==> src/rtl/mem_pkg.sv <==
package mem_pkg;

    localparam int XLEN = 64;

    typedef enum logic [1:0] {
        LS_BYTE   = 2'd0,
        LS_HALF   = 2'd1,
        LS_WORD   = 2'd2,
        LS_DOUBLE = 2'd3
    } ls_size_e;

    typedef enum logic [1:0] {
        CSR_NONE  = 2'd0,
        CSR_WRITE = 2'd1,
        CSR_SET   = 2'd2,
        CSR_CLEAR = 2'd3
    } csr_op_e;

    localparam logic [11:0] CSR_MSTATUS  = 12'h300;
    localparam logic [11:0] CSR_MIE      = 12'h304;
    localparam logic [11:0] CSR_MTVEC    = 12'h305;
    localparam logic [11:0] CSR_MSCRATCH = 12'h340;
    localparam logic [11:0] CSR_MEPC     = 12'h341;
    localparam logic [11:0] CSR_MCAUSE   = 12'h342;
    localparam logic [11:0] CSR_MIP      = 12'h344;

    localparam int MSTATUS_MIE_BIT  = 3;
    localparam int MSTATUS_MPIE_BIT = 7;
    localparam int MIE_MTIE_BIT     = 7;    // Same position as mip.MTIP.

    localparam logic [XLEN-1:0] CAUSE_ECALL_M   = XLEN'(11);
    localparam logic [XLEN-1:0] CAUSE_TIMER_INT = (XLEN'(1) << (XLEN - 1)) | XLEN'(7);

    // Offsets inside the 64 KiB CLINT window.
    localparam logic [XLEN-1:0] CLINT_MTIMECMP_OFS = XLEN'(16'h4000);
    localparam logic [XLEN-1:0] CLINT_MTIME_OFS    = XLEN'(16'hBFF8);

endpackage
==> src/rtl/mem_bus_if.sv <==
interface mem_bus_if;
    import mem_pkg::*;

    logic            cyc;
    logic            stb;
    logic            we;
    logic [XLEN-1:0] adr;    // Byte address.
    logic [XLEN-1:0] dat_w;
    logic [7:0]      sel;
    logic [XLEN-1:0] dat_r;
    logic            ack;

    modport master (
        output cyc, stb, we, adr, dat_w, sel,
        input  dat_r, ack
    );

    modport slave (
        input  cyc, stb, we, adr, dat_w, sel,
        output dat_r, ack
    );

endinterface

==> src/rtl/mem_top.sv <==
module mem_top #(
    parameter logic [mem_pkg::XLEN-1:0] CLINT_BASE  = 64'h0200_0000,
    parameter logic [mem_pkg::XLEN-1:0] MTVEC_RESET = 64'h8000_0100
) (
    input  logic                     clk,
    input  logic                     reset_i,
    input  logic                     inst_valid_i,
    input  logic                     mem_read_i,
    input  logic                     mem_write_i,
    input  mem_pkg::ls_size_e        ls_size_i,
    input  logic                     load_unsigned_i,
    input  logic [mem_pkg::XLEN-1:0] addr_i,
    input  logic [mem_pkg::XLEN-1:0] store_data_i,
    input  logic [mem_pkg::XLEN-1:0] alu_result_i,
    input  mem_pkg::csr_op_e         csr_op_i,
    input  logic [11:0]              csr_index_i,
    input  logic [mem_pkg::XLEN-1:0] csr_wdata_i,
    input  logic                     inst_ecall_i,
    input  logic                     inst_mret_i,
    input  logic [mem_pkg::XLEN-1:0] inst_pc_i,
    output logic                     access_ok_o,
    output logic [mem_pkg::XLEN-1:0] rd_data_o,
    output logic                     redirect_o,
    output logic [mem_pkg::XLEN-1:0] nxt_pc_o,
    output logic                     wb_cyc_o,
    output logic                     wb_stb_o,
    output logic                     wb_we_o,
    output logic [mem_pkg::XLEN-1:0] wb_adr_o,
    output logic [mem_pkg::XLEN-1:0] wb_dat_o,
    output logic [7:0]               wb_sel_o,
    input  logic [mem_pkg::XLEN-1:0] wb_dat_i,
    input  logic                     wb_ack_i
);
    import mem_pkg::*;

    logic [XLEN-1:0] csr_old;
    logic [XLEN-1:0] raw_rdata;
    logic [XLEN-1:0] lsu_wdata;
    logic [XLEN-1:0] lsu_rdata;
    logic [7:0]      lsu_sel;
    logic            commit;
    logic            mtip;

    mem_bus_if cpu_bus ();
    mem_bus_if clint_bus ();
    mem_bus_if ext_bus ();

    mem_ctrl u_ctrl (
        .clk             (clk),
        .reset_i         (reset_i),
        .inst_valid_i    (inst_valid_i),
        .mem_read_i      (mem_read_i),
        .mem_write_i     (mem_write_i),
        .ls_size_i       (ls_size_i),
        .load_unsigned_i (load_unsigned_i),
        .addr_i          (addr_i),
        .store_data_i    (store_data_i),
        .alu_result_i    (alu_result_i),
        .csr_op_i        (csr_op_i),
        .csr_old_i       (csr_old),
        .sel_i           (lsu_sel),
        .wdata_i         (lsu_wdata),
        .rdata_i         (lsu_rdata),
        .bus             (cpu_bus.master),
        .raw_rdata_o     (raw_rdata),
        .commit_o        (commit),
        .access_ok_o     (access_ok_o),
        .rd_data_o       (rd_data_o)
    );

    mem_lsu_align u_lsu_align (
        .addr_i          (addr_i[2:0]),
        .ls_size_i       (ls_size_i),
        .load_unsigned_i (load_unsigned_i),
        .store_data_i    (store_data_i),
        .raw_rdata_i     (raw_rdata),
        .sel_o           (lsu_sel),
        .wdata_o         (lsu_wdata),
        .rdata_o         (lsu_rdata)
    );

    mem_dstb #(
        .CLINT_BASE (CLINT_BASE)
    ) u_dstb (
        .cpu   (cpu_bus.slave),
        .clint (clint_bus.master),
        .ext   (ext_bus.master)
    );

    mem_clint #(
        .CLINT_BASE (CLINT_BASE)
    ) u_clint (
        .clk     (clk),
        .reset_i (reset_i),
        .bus     (clint_bus.slave),
        .mtip_o  (mtip)
    );

    mem_csr #(
        .MTVEC_RESET (MTVEC_RESET)
    ) u_csr (
        .clk          (clk),
        .reset_i      (reset_i),
        .commit_i     (commit),
        .csr_op_i     (csr_op_i),
        .csr_index_i  (csr_index_i),
        .csr_wdata_i  (csr_wdata_i),
        .inst_ecall_i (inst_ecall_i),
        .inst_mret_i  (inst_mret_i),
        .inst_pc_i    (inst_pc_i),
        .mtip_i       (mtip),
        .csr_old_o    (csr_old),
        .redirect_o   (redirect_o),
        .nxt_pc_o     (nxt_pc_o)
    );

    // External Wishbone port.
    assign wb_cyc_o = ext_bus.cyc;
    assign wb_stb_o = ext_bus.stb;
    assign wb_we_o = ext_bus.we;
    assign wb_adr_o = ext_bus.adr;
    assign wb_dat_o = ext_bus.dat_w;
    assign wb_sel_o = ext_bus.sel;
    assign ext_bus.dat_r = wb_dat_i;
    assign ext_bus.ack = wb_ack_i;

endmodule

==> src/rtl/mem_csr.sv <==
module mem_csr #(
    parameter logic [mem_pkg::XLEN-1:0] MTVEC_RESET = 64'h8000_0100
) (
    input  logic                     clk,
    input  logic                     reset_i,
    input  logic                     commit_i,
    input  mem_pkg::csr_op_e         csr_op_i,
    input  logic [11:0]              csr_index_i,
    input  logic [mem_pkg::XLEN-1:0] csr_wdata_i,
    input  logic                     inst_ecall_i,
    input  logic                     inst_mret_i,
    input  logic [mem_pkg::XLEN-1:0] inst_pc_i,
    input  logic                     mtip_i,
    output logic [mem_pkg::XLEN-1:0] csr_old_o,
    output logic                     redirect_o,
    output logic [mem_pkg::XLEN-1:0] nxt_pc_o
);
    import mem_pkg::*;

    logic [XLEN-1:0] mstatus_q;
    logic [XLEN-1:0] mtvec_q;
    logic [XLEN-1:0] mepc_q;
    logic [XLEN-1:0] mcause_q;
    logic [XLEN-1:0] mie_q;
    logic [XLEN-1:0] mscratch_q;
    logic [XLEN-1:0] mip;
    logic [XLEN-1:0] csr_new;
    logic            intr;
    logic            trap;

    always_comb begin
        mip = '0;
        mip[MIE_MTIE_BIT] = mtip_i;    // MTIP mirror, read only.
    end

    assign intr = mip[MIE_MTIE_BIT] & mie_q[MIE_MTIE_BIT] & mstatus_q[MSTATUS_MIE_BIT];
    assign trap = intr | inst_ecall_i;

    always_comb begin
        case (csr_index_i)
            CSR_MSTATUS:  csr_old_o = mstatus_q;
            CSR_MIE:      csr_old_o = mie_q;
            CSR_MTVEC:    csr_old_o = mtvec_q;
            CSR_MSCRATCH: csr_old_o = mscratch_q;
            CSR_MEPC:     csr_old_o = mepc_q;
            CSR_MCAUSE:   csr_old_o = mcause_q;
            CSR_MIP:      csr_old_o = mip;
            default:      csr_old_o = '0;
        endcase
    end

    always_comb begin
        case (csr_op_i)
            CSR_WRITE: csr_new = csr_wdata_i;
            CSR_SET:   csr_new = csr_old_o | csr_wdata_i;
            CSR_CLEAR: csr_new = csr_old_o & ~csr_wdata_i;
            default:   csr_new = csr_old_o;
        endcase
    end

    assign redirect_o = commit_i & (trap | inst_mret_i);
    assign nxt_pc_o = trap ? {mtvec_q[XLEN-1:2], 2'b00} : mepc_q;    // Direct mode only.

    always_ff @(posedge clk) begin
        if (reset_i) begin
            mstatus_q <= '0;
            mtvec_q <= MTVEC_RESET;
            mepc_q <= '0;
            mcause_q <= '0;
            mie_q <= '0;
            mscratch_q <= '0;
        end else if (commit_i) begin
            if (trap) begin
                mepc_q <= inst_pc_i;    // Interrupted instruction is replayed.
                mcause_q <= intr ? CAUSE_TIMER_INT : CAUSE_ECALL_M;
                mstatus_q[MSTATUS_MPIE_BIT] <= mstatus_q[MSTATUS_MIE_BIT];
                mstatus_q[MSTATUS_MIE_BIT] <= 1'b0;
            end else if (inst_mret_i) begin
                mstatus_q[MSTATUS_MIE_BIT] <= mstatus_q[MSTATUS_MPIE_BIT];
                mstatus_q[MSTATUS_MPIE_BIT] <= 1'b1;
            end else if (csr_op_i != CSR_NONE) begin
                case (csr_index_i)
                    CSR_MSTATUS:  mstatus_q <= csr_new;
                    CSR_MIE:      mie_q <= csr_new;
                    CSR_MTVEC:    mtvec_q <= csr_new;
                    CSR_MSCRATCH: mscratch_q <= csr_new;
                    CSR_MEPC:     mepc_q <= csr_new;
                    CSR_MCAUSE:   mcause_q <= csr_new;
                    default:      ;
                endcase
            end
        end
    end

endmodule

==> src/rtl/mem_clint.sv <==
module mem_clint #(
    parameter logic [mem_pkg::XLEN-1:0] CLINT_BASE = 64'h0200_0000
) (
    input  logic      clk,
    input  logic      reset_i,
    mem_bus_if.slave  bus,
    output logic      mtip_o
);
    import mem_pkg::*;

    logic [XLEN-1:0] mtime_q;
    logic [XLEN-1:0] mtimecmp_q;
    logic [XLEN-1:0] rdata_q;
    logic [XLEN-1:0] ofs;
    logic            ack_q;
    logic            access;
    logic            hit_cmp;
    logic            hit_time;

    function automatic logic [XLEN-1:0] merge_bytes(input logic [XLEN-1:0] old_v,
                                                    input logic [XLEN-1:0] new_v,
                                                    input logic [7:0]      sel);
        logic [XLEN-1:0] res;
        res = old_v;
        for (int i = 0; i < 8; i++) begin
            if (sel[i]) begin
                res[8*i +: 8] = new_v[8*i +: 8];
            end
        end
        return res;
    endfunction

    assign ofs = bus.adr - CLINT_BASE;
    assign hit_cmp = (ofs[XLEN-1:3] == CLINT_MTIMECMP_OFS[XLEN-1:3]);
    assign hit_time = (ofs[XLEN-1:3] == CLINT_MTIME_OFS[XLEN-1:3]);
    assign access = bus.cyc & bus.stb & ~ack_q;    // First cycle of a request.

    always_ff @(posedge clk) begin
        if (reset_i) begin
            ack_q <= 1'b0;
            mtime_q <= '0;
            mtimecmp_q <= '0;
            mtip_o <= 1'b0;
        end else begin
            ack_q <= access;
            mtip_o <= (mtime_q >= mtimecmp_q);
            if (access && bus.we && hit_time) begin
                mtime_q <= merge_bytes(mtime_q, bus.dat_w, bus.sel);
            end else begin
                mtime_q <= mtime_q + XLEN'(1);
            end
            if (access && bus.we && hit_cmp) begin
                mtimecmp_q <= merge_bytes(mtimecmp_q, bus.dat_w, bus.sel);
            end
        end
    end

    always_ff @(posedge clk) begin
        if (access) begin
            rdata_q <= hit_cmp ? mtimecmp_q : (hit_time ? mtime_q : '0);
        end
    end

    assign bus.dat_r = rdata_q;
    assign bus.ack = ack_q;

endmodule

==> src/rtl/mem_dstb.sv <==
module mem_dstb #(
    parameter logic [mem_pkg::XLEN-1:0] CLINT_BASE = 64'h0200_0000
) (
    mem_bus_if.slave  cpu,
    mem_bus_if.master clint,
    mem_bus_if.master ext
);
    import mem_pkg::*;

    logic hit;

    assign hit = (cpu.adr[XLEN-1:16] == CLINT_BASE[XLEN-1:16]);    // 64 KiB window.

    assign clint.cyc = cpu.cyc & hit;
    assign clint.stb = cpu.stb & hit;
    assign clint.we = cpu.we;
    assign clint.adr = cpu.adr;
    assign clint.dat_w = cpu.dat_w;
    assign clint.sel = cpu.sel;

    assign ext.cyc = cpu.cyc & ~hit;
    assign ext.stb = cpu.stb & ~hit;
    assign ext.we = cpu.we;
    assign ext.adr = cpu.adr;
    assign ext.dat_w = cpu.dat_w;
    assign ext.sel = cpu.sel;

    assign cpu.dat_r = hit ? clint.dat_r : ext.dat_r;
    assign cpu.ack = hit ? clint.ack : ext.ack;

    always_comb begin
        a_one_side: assert #0 (!(clint.ack && ext.ack));
    end

endmodule

==> src/rtl/mem_lsu_align.sv <==
module mem_lsu_align (
    input  logic [2:0]               addr_i,
    input  mem_pkg::ls_size_e        ls_size_i,
    input  logic                     load_unsigned_i,
    input  logic [mem_pkg::XLEN-1:0] store_data_i,
    input  logic [mem_pkg::XLEN-1:0] raw_rdata_i,
    output logic [7:0]               sel_o,
    output logic [mem_pkg::XLEN-1:0] wdata_o,
    output logic [mem_pkg::XLEN-1:0] rdata_o
);
    import mem_pkg::*;

    logic [5:0]      shamt;
    logic [XLEN-1:0] shifted;
    logic            sign_b;
    logic            sign_h;
    logic            sign_w;

    assign shamt = {addr_i, 3'b000};
    assign shifted = raw_rdata_i >> shamt;    // Addressed lanes down to lane 0.

    assign sign_b = ~load_unsigned_i & shifted[7];
    assign sign_h = ~load_unsigned_i & shifted[15];
    assign sign_w = ~load_unsigned_i & shifted[31];

    always_comb begin
        case (ls_size_i)
            LS_BYTE: begin
                sel_o = 8'h01 << addr_i;
                wdata_o = {8{store_data_i[7:0]}};
                rdata_o = {{(XLEN - 8){sign_b}}, shifted[7:0]};
            end
            LS_HALF: begin
                sel_o = 8'h03 << addr_i;
                wdata_o = {4{store_data_i[15:0]}};
                rdata_o = {{(XLEN - 16){sign_h}}, shifted[15:0]};
            end
            LS_WORD: begin
                sel_o = 8'h0f << addr_i;
                wdata_o = {2{store_data_i[31:0]}};
                rdata_o = {{(XLEN - 32){sign_w}}, shifted[31:0]};
            end
            default: begin
                sel_o = 8'hff;
                wdata_o = store_data_i;
                rdata_o = shifted;
            end
        endcase
    end

endmodule

==> src/rtl/mem_ctrl.sv <==
module mem_ctrl (
    input  logic                     clk,
    input  logic                     reset_i,
    input  logic                     inst_valid_i,
    input  logic                     mem_read_i,
    input  logic                     mem_write_i,
    input  mem_pkg::ls_size_e        ls_size_i,
    input  logic                     load_unsigned_i,
    input  logic [mem_pkg::XLEN-1:0] addr_i,
    input  logic [mem_pkg::XLEN-1:0] store_data_i,
    input  logic [mem_pkg::XLEN-1:0] alu_result_i,
    input  mem_pkg::csr_op_e         csr_op_i,
    input  logic [mem_pkg::XLEN-1:0] csr_old_i,
    input  logic [7:0]               sel_i,
    input  logic [mem_pkg::XLEN-1:0] wdata_i,
    input  logic [mem_pkg::XLEN-1:0] rdata_i,
    mem_bus_if.master                bus,
    output logic [mem_pkg::XLEN-1:0] raw_rdata_o,
    output logic                     commit_o,
    output logic                     access_ok_o,
    output logic [mem_pkg::XLEN-1:0] rd_data_o
);
    import mem_pkg::*;

    typedef enum logic [1:0] {
        S_IDLE,
        S_BUS,
        S_DONE
    } state_e;

    state_e          state_q;
    logic [XLEN-1:0] load_q;
    logic            mem_req;

    assign mem_req = mem_read_i | mem_write_i;

    always_ff @(posedge clk) begin
        if (reset_i) begin
            state_q <= S_IDLE;
        end else begin
            case (state_q)
                S_IDLE: begin
                    if (inst_valid_i) begin
                        state_q <= mem_req ? S_BUS : S_DONE;
                    end
                end
                S_BUS: begin
                    if (bus.ack) begin
                        state_q <= S_DONE;
                    end
                end
                default: state_q <= S_IDLE;    // One-cycle completion pulse.
            endcase
        end
    end

    always_ff @(posedge clk) begin
        if (state_q == S_BUS && bus.ack) begin
            load_q <= rdata_i;    // Already aligned and extended.
        end
    end

    assign bus.cyc = (state_q == S_BUS);
    assign bus.stb = (state_q == S_BUS);
    assign bus.we = mem_write_i;
    assign bus.adr = addr_i;
    assign bus.dat_w = wdata_i;
    assign bus.sel = sel_i;
    assign raw_rdata_o = bus.dat_r;

    assign commit_o = (state_q == S_DONE);
    assign access_ok_o = (state_q == S_DONE);

    always_comb begin
        if (mem_read_i) begin
            rd_data_o = load_q;
        end else if (csr_op_i != CSR_NONE) begin
            rd_data_o = csr_old_i;
        end else begin
            rd_data_o = alu_result_i;
        end
    end

    a_stb_hold: assert property (@(posedge clk) disable iff (reset_i)
        bus.stb && !bus.ack |=> bus.stb && $stable({bus.we, bus.adr, bus.dat_w, bus.sel}));

    a_ld_st_excl: assert property (@(posedge clk) disable iff (reset_i)
        inst_valid_i |-> !(mem_read_i && mem_write_i));

    a_aligned: assert property (@(posedge clk) disable iff (reset_i)
        inst_valid_i && mem_req |-> (addr_i[2:0] & 3'((4'd1 << ls_size_i) - 4'd1)) == 3'd0);

    // Pipeline must hold the instruction until completion.
    a_inst_stable: assert property (@(posedge clk) disable iff (reset_i)
        inst_valid_i && !access_ok_o |=>
            $stable({inst_valid_i, mem_read_i, mem_write_i, ls_size_i, load_unsigned_i,
                     addr_i, store_data_i}));

endmodule

==> config.mk <==
export PLATFORM = sky130hd
export DESIGN_NAME = mem_top
export DESIGN_NICKNAME = d
export VERILOG_FILES = /design/src/rtl/mem_pkg.sv /design/src/rtl/mem_bus_if.sv /design/src/rtl/mem_top.sv /design/src/rtl/mem_csr.sv /design/src/rtl/mem_clint.sv /design/src/rtl/mem_dstb.sv /design/src/rtl/mem_lsu_align.sv /design/src/rtl/mem_ctrl.sv
export SDC_FILE = /design/constraint.sdc
export NUM_CORES = 2
export LEC_CHECK = 0
export BUFFER_PORTS_ARGS = -buffer_cell sky130_fd_sc_hd__buf_2
export CAP_MARGIN = 25
export CORE_ASPECT_RATIO = 1.2
export CORE_MARGIN = 10
export CORE_UTILIZATION = 30
export CTS_BUF_LIST = sky130_fd_sc_hd__clkbuf_4 sky130_fd_sc_hd__clkbuf_8 sky130_fd_sc_hd__clkbuf_16
export DETAILED_ROUTE_END_ITERATION = 7
export PLACE_DENSITY = 0.57
export RECOVER_POWER = 25
export SLEW_MARGIN = 20
export SYNTH_ARGS = -nofsm -noshare
export SYNTH_HDL_FRONTEND = slang
export SYNTH_HIERARCHICAL = 1
export SYNTH_SLANG_ARGS = --single-unit
==> constraint.sdc <==
create_clock -name clk -period 8.15 [get_ports clk]
set_clock_uncertainty 0.1 [all_clocks]
set_input_delay 1.63 -clock clk [delete_from_list [all_inputs] [get_ports clk]]
set_output_delay 1.63 -clock clk [all_outputs]
set_load 0.02 [all_outputs]
# After elaboration in Yosys (flattened, before gate mapping)
# Cells that the tools add are included.
[word_totals]
romBits = 0
memories = 0
ram_bits = 0
out_inout_bits = 269
wordCells = 151
ff_bits = 644
latchBits = 0
input_bits = 409
[op_classes]
bitwise = 20
n_lt_le_gt_ge = 1
n_shift = 4
n_eq_ne = 28
n_div = 0
muxes = 40
n_mul = 0
reduce_logical = 28
addsub = 2
[ops]
columns = ["op", "n"]
rows = [
  ["2-to-1 mux 64 bit", 16],
  ["one-hot mux 64 bit (3 select lines)", 3],
  ["one-hot mux 64 bit (7 select lines)", 1],
  ["equality test 12 x 10 -> 1 bit (second input constant)", 7],
  ["2-to-1 mux 8 bit", 10],
  ["adder 64 x 1 -> 64 bit (second input constant)", 1],
  ["AND 64 bit", 1],
  [">= comparator 64 bit", 1],
  ["NOT 64 bit", 1],
  ["bitwise OR 64 bit", 1],
  [">> shifter 64 x 6 -> 64 bit", 1],
  ["subtractor 64 x 26 -> 64 bit (second input constant)", 1],
  ["equality test 61 x 12 -> 1 bit (second input constant)", 1],
  ["equality test 61 x 13 -> 1 bit (second input constant)", 1],
  ["equality test 48 x 10 -> 1 bit (second input constant)", 1],
  ["one-hot mux 8 bit (3 select lines)", 1],
  ["inequality test 2 bit (second input constant)", 10],
  ["AND reduction 5 bit", 4],
  ["AND reduction 2 bit", 9],
  ["AND 1 bit", 9],
  ["equality test 2 bit (second input constant)", 4],
  ["AND reduction 4 bit", 2],
  ["nonzero test 2 bit", 4],
  ["left shift 1 x 3 -> 8 bit (first input constant)", 1],
  ["13 further kinds", 32],
]

# Longest topological paths before layout
[logic_depth]
ltp_word = 8
mapped_depth = 16
mapped_depth_nobuf = 12

# By module
# Netlist, hierarchy kept.
[modules_own_cells]
columns = ["module", "n_inst", "cells_each", "area_per_inst_um2", "seq_area_each_um2"]
rows = [
  ["mem_csr", 1, 2692, 20464.6, 7687.4],
  ["mem_clint", 1, 1249, 11300.8, 4524.3],
  ["mem_ctrl", 1, 491, 4924.7, 1961.9],
  ["mem_lsu_align", 1, 482, 3533.4, 0.0],
  ["mem_dstb", 1, 367, 2981.6, 0.0],
]

# Worst setup path before layout
# No wires, ideal clock.
[synth_timing]
kind = "input to register"
start = "input port addr_i[24] (netlist bit)"
end = "register u_clint.mtime_q[44]"
path_stages = 16
slack_ns = 0.778
arrival_ns = 7.135
path_buffers = 4
setup_ns = 0.137
t_required_ns = 7.913
cell_sequence = "buf_4 nor4b_1 nand4_1 nor3_1 and2_1 nand2_1 nor2_1 nand2_1 nor2_1 and4_1 buf_2 buf_2 clkbuf_1 nor3_1 a31oi_1 o221ai_1"
[synth_between]
elab_chain_len = 6
elab_cells_between_ends = 9
classes_between = "add/sub (1); eq/ne (3); mux (1); bitwise (2); reduce/logical (2)"
[synth_lines]
columns = ["item", "line", "source"]
rows = [
  ["from (decl)", "mem_top.sv:12", "input logic [mem_pkg::XLEN-1:0] addr_i,"],
  ["equality test 48 x 10 -> 1 bit *", "mem_dstb.sv:12", "assign hit = (cpu.adr[XLEN-1:16] == CLINT_BASE[XLEN-1:16]);"],
  ["AND 1 bit *", "mem_dstb.sv:14", "assign clint.cyc = cpu.cyc & hit;"],
  ["via clint_bus.cyc", "mem_bus_if.sv:4", "logic cyc;"],
  ["AND 1 bit *", "mem_clint.sv:36", "assign access = bus.cyc & bus.stb & ~ack_q;"],
  ["via u_clint.access", "mem_clint.sv:16", "logic access;"],
  ["logical AND 1 bit * (2 in a row)", "mem_clint.sv:47", "if (access && bus.we && hit_time) begin"],
  ["inequality test 2 bit (no line) or 2-to-1 mux 64 bit (tied branches)", "--", ""],
  ["to (signal assigned)", "mem_clint.sv:48", "mtime_q <= merge_bytes(mtime_q, bus.dat_w, bus.sel);"],
  ["to (signal assigned)", "mem_clint.sv:50", "mtime_q <= mtime_q + XLEN'(1);"],
  ["to (decl)", "mem_clint.sv:11", "logic [XLEN-1:0] mtime_q;"],
]
# The timed path passes the listed nets; every way through them passes the cells marked *.
# A chain may end at the register's enable or synchronous reset.

# Worst setup path after layout
[layout_timing]
start = "input port csr_index_i[6]"
end = "output port rd_data_o[4] (netlist bit)"
[layout_between]
elab_chain_len = 4
elab_cells_between_ends = 10
classes_between = "eq/ne (7); mux (3)"
[layout_lines]
columns = ["item", "line", "source"]
rows = [
  ["from (decl)", "mem_top.sv:16", "input logic [11:0] csr_index_i,"],
  ["equality test 12 x 10 -> 1 bit", "mem_csr.sv:40", "case (csr_index_i)"],
  ["one-hot mux 64 bit (7 select lines) *", "mem_csr.sv:40", ""],
  ["via csr_old[4]", "mem_top.sv:36", "logic [XLEN-1:0] csr_old;"],
  ["2-to-1 mux 64 bit *", "mem_ctrl.sv:77", "end else if (csr_op_i != CSR_NONE) begin"],
  ["2-to-1 mux 64 bit *", "mem_ctrl.sv:75", "if (mem_read_i) begin"],
  ["to (decl)", "mem_top.sv:22", "output logic [mem_pkg::XLEN-1:0] rd_data_o,"],
]
# Marked as above.

==> impl_summary.txt <==
----------------------------------------------------
[Place]
  Final GP Congestion ... 0.974
  Number of port buffers ... 677
  Placed insts ... 7089
  Hpwl dp ... 157 mm
  Placement-stage cell area ... between 40000 and 50000 µm²

[Logic synthesis]
  Cell area after technology mapping ... 43200 µm²
  Net Count, Synth ... 5757
  Synthesized area divided by synthesized cell count ... about 8.2 µm²
  Total of warnings raised by yosys ... 6
  Number of instances in the synthesized netlist ... 5278

[Power]
  Power Dens Cells ... ~170 nW/µm²
  Total leakage power ... between 0.015 and 0.02 µW
  Pwr Total ... ~8000 µW
  Largest voltage drop on the vdd net ... 0.134 mV

[Floorplanning]
  Die Wd ... 366 µm
  Starting density of the core ... 0.302
  Total I/O pin count ... between 600 and 700
  Die ar. ... 160000 µm²
  Die outline height ... around 440 µm
  Core region area ... between 100000 and 150000 µm²
  Floorplan row count ... 152

[Clocking]
  Register clock-pin slew on the reported worst setup and hold paths ... 60 ps
  Total CTS buffers ... 77
  Clock Path Buffers ... 3
  TritonCTS clock tree ... done
  # Post-CTS Setup Buffers ... 0
  H-tree levels ... 3
  Hold buffer count at cts ... 0
  Gates resized, CTS repair ... 0
  Clock latency of the later-clocked register in the worst-skew pair ... 670 ps
  Num Clock Sinks ... 644
  Clock root buffer master ... clkbuf_16

[Global routing]
  Overall overflow remaining after global route ... 0
  Via count of the first global-routing pass ... 39500
  Number of antenna violations at the first check in global routing ... 28
  GRT Overall Usage ... 0.246
  Maximum number of pins on one net before global-route repair ... about 140
  First-pass GRT wire length ... 293 mm

[STA]
  RSZ-0062 raised after global routing ... no
  Fin. Hold Viols ... 0
  Transition time at the pin with the least slew margin ... 3690 ps
  Total count of max-transition violations in the final report ... approximately 270
  Setup_tns ... 0 ps
  Final count of negative-setup-slack endpoints ... 0
  Final Cycle Share ... 0.910
  Headroom to the max-slew limit ... -1.46
  Shortest clock period the worst path allows after layout ... 7420 ps
  Highest attainable clock frequency ... 135 MHz

[Setup path]
  Kind of launch point of the worst setup path ... primary input
  Data required time of the worst path ... 6420 ps
  Biggest fanout along the worst timing path ... 24
  Category of the critical setup timing path ... primary input to output port
  Arrival time at the worst endpoint ... 5690 ps
  CP Capture Type ... output port

[Job]
  Max-cap violations ... 6

[Layout]
  Number of nets in the finished design ... 5724
  Number of standard cells in the final layout excluding fillers ... 7232
  Number of filler cells placed in the layout ... 15300
  Total area of multi-input combinational cells ... 23200 µm²
  Utilization after layout ... 0.327
  Share of layout cells above drive strength 1 ... 0.196
  Final instance area ... ~47000 µm²
  Area growth, synth to finish ... 8.20%
  Combined flip-flop and latch cell area ... 14200 µm²

[Detailed routing]
  First-pass detailed-route iteration total ... 8
  Number of remaining DRC errors ... 0
  Per-cell via count in the routed design ... just under 6
  WL per Instance ... 29.0 µm
  Total routed wirelength ... 210 mm
  Initial DRC count ... 4823
  DR vias ... 42000
  Number of routed nets with antenna violations ... 0

[Run status]
  Failing checks ... max-capacitance violations, max-slew violations
  Run status ... complete, but fails checks

[Worst hold path]
  Hold WC Path Type ... flip-flop to flip-flop

----------------------------------------------------
==> report_power, final <==
part | switching, µW | leakage [µW] | internal [µW]
clock | 1490 | 0.00125 | 1980
sequential | 21.5 | 0.00518 | 3270
combinational | 882 | 0.0115 | 340
total | 2390 | 0.0179 | 5600
==> layer usage <==
layer	up-vias	share of wire	routed length (µm)	track usage
li1	18600	-	-	-
met1	20300	0.40	83100	0.314
met2	2648	0.45	95200	0.398
met3	411	0.10	22000	0.0583
met4	14	0.045	9470	0.0986
met5	-	0.00046	96	0
==> stage by stage <==
stage / hold WS [ps] / setup slack [ps]
final: 346 / 734
after CTS: 347 / 1390
after detailed placement: 340 / 1380
after global routing: 364 / 702
after global placement: 333 / 1480
after floorplan: 316 / 778
==> path summary, 6_finish.rpt <==
path                         from                     to  slack, ps  depth (start not counted)
max                csr_index_i[6]           rd_data_o[4]        730                          9
min          u_csr/mscratch_q[50]   u_csr/mscratch_q[50]        350                          2
max reg2reg     u_ctrl/state_q[0]  u_clint/bus.dat_r[38]       3460                          5
min reg2reg  u_csr/mscratch_q[50]   u_csr/mscratch_q[50]        350                          2
==> registers in the layout (all words and copies together) (netlist names), 2 cells and up <==
register and count:
u_clint/mtimecmp_q 64, u_ctrl/state_q 2, u_csr/mepc_q 64, u_csr/mtvec_q 64
u_csr/mcause_q 64, u_clint/mtime_q 64, u_csr/mie_q 64, u_csr/mscratch_q 64
u_ctrl/load_q 64, u_clint/bus.dat_r 64, u_csr/mstatus_q 64
==> area by class of cell <==
type                       instances  share of cell area
timing repair buffer             770              0.0870
clock buffer                     105              0.0486
multi-input combinational       3655               0.497
tap                             1925              0.0516
inverter                          97             0.00785
antenna                            7            0.000375
clock inverter                    29             0.00450
sequential                       644               0.303
==> layout by cell type (no fill, tap or decap), types with 13 or more instances in the layout <==
| cell type | instances |
|---|---|
| a221o_1 | 49 |
| ha_1 | 69 |
| nand3_1 | 340 |
| o22ai_1 | 32 |
| nor3b_1 | 51 |
| clkbuf_16 | 81 |
| and2_1 | 26 |
| mux2_2 | 88 |
| a21o_1 | 68 |
| nand3b_1 | 13 |
| buf_2 | 600 |
| mux4_2 | 26 |
| clkbuf_4 | 14 |
| mux2i_1 | 203 |
| or2_2 | 13 |
| inv_1 | 95 |
| edfxtp_1 | 128 |
| mux2_1 | 29 |
| and3_1 | 55 |
| buf_4 | 80 |
| o211ai_1 | 55 |
| dfxtp_1 | 516 |
| o21ai_1 | 74 |
| o21ai_0 | 239 |
| clkinv_2 | 16 |
| nor4_1 | 53 |
| nand2b_1 | 36 |
| a32oi_1 | 17 |
| nor2_1 | 166 |
| nand4_1 | 159 |
| nor3_1 | 59 |
| xnor2_1 | 57 |
| a22o_1 | 85 |
| a211oi_1 | 17 |
| nand2_1 | 824 |
| a31oi_1 | 51 |
| o31ai_1 | 13 |
| a21oi_1 | 370 |
| clkbuf_1 | 81 |
| a22oi_1 | 54 |
==> worst max-delay path, stage by stage <==
cell	delay (ps)
clkbuf_1	1080
nor4b_4	540
nand3_2	640
clkbuf_1	670
o211ai_1	410
a21o_1	200
mux2i_1	120
o21ai_1	170
buf_2	190
Note: power is estimated with default switching activity, not from simulation.
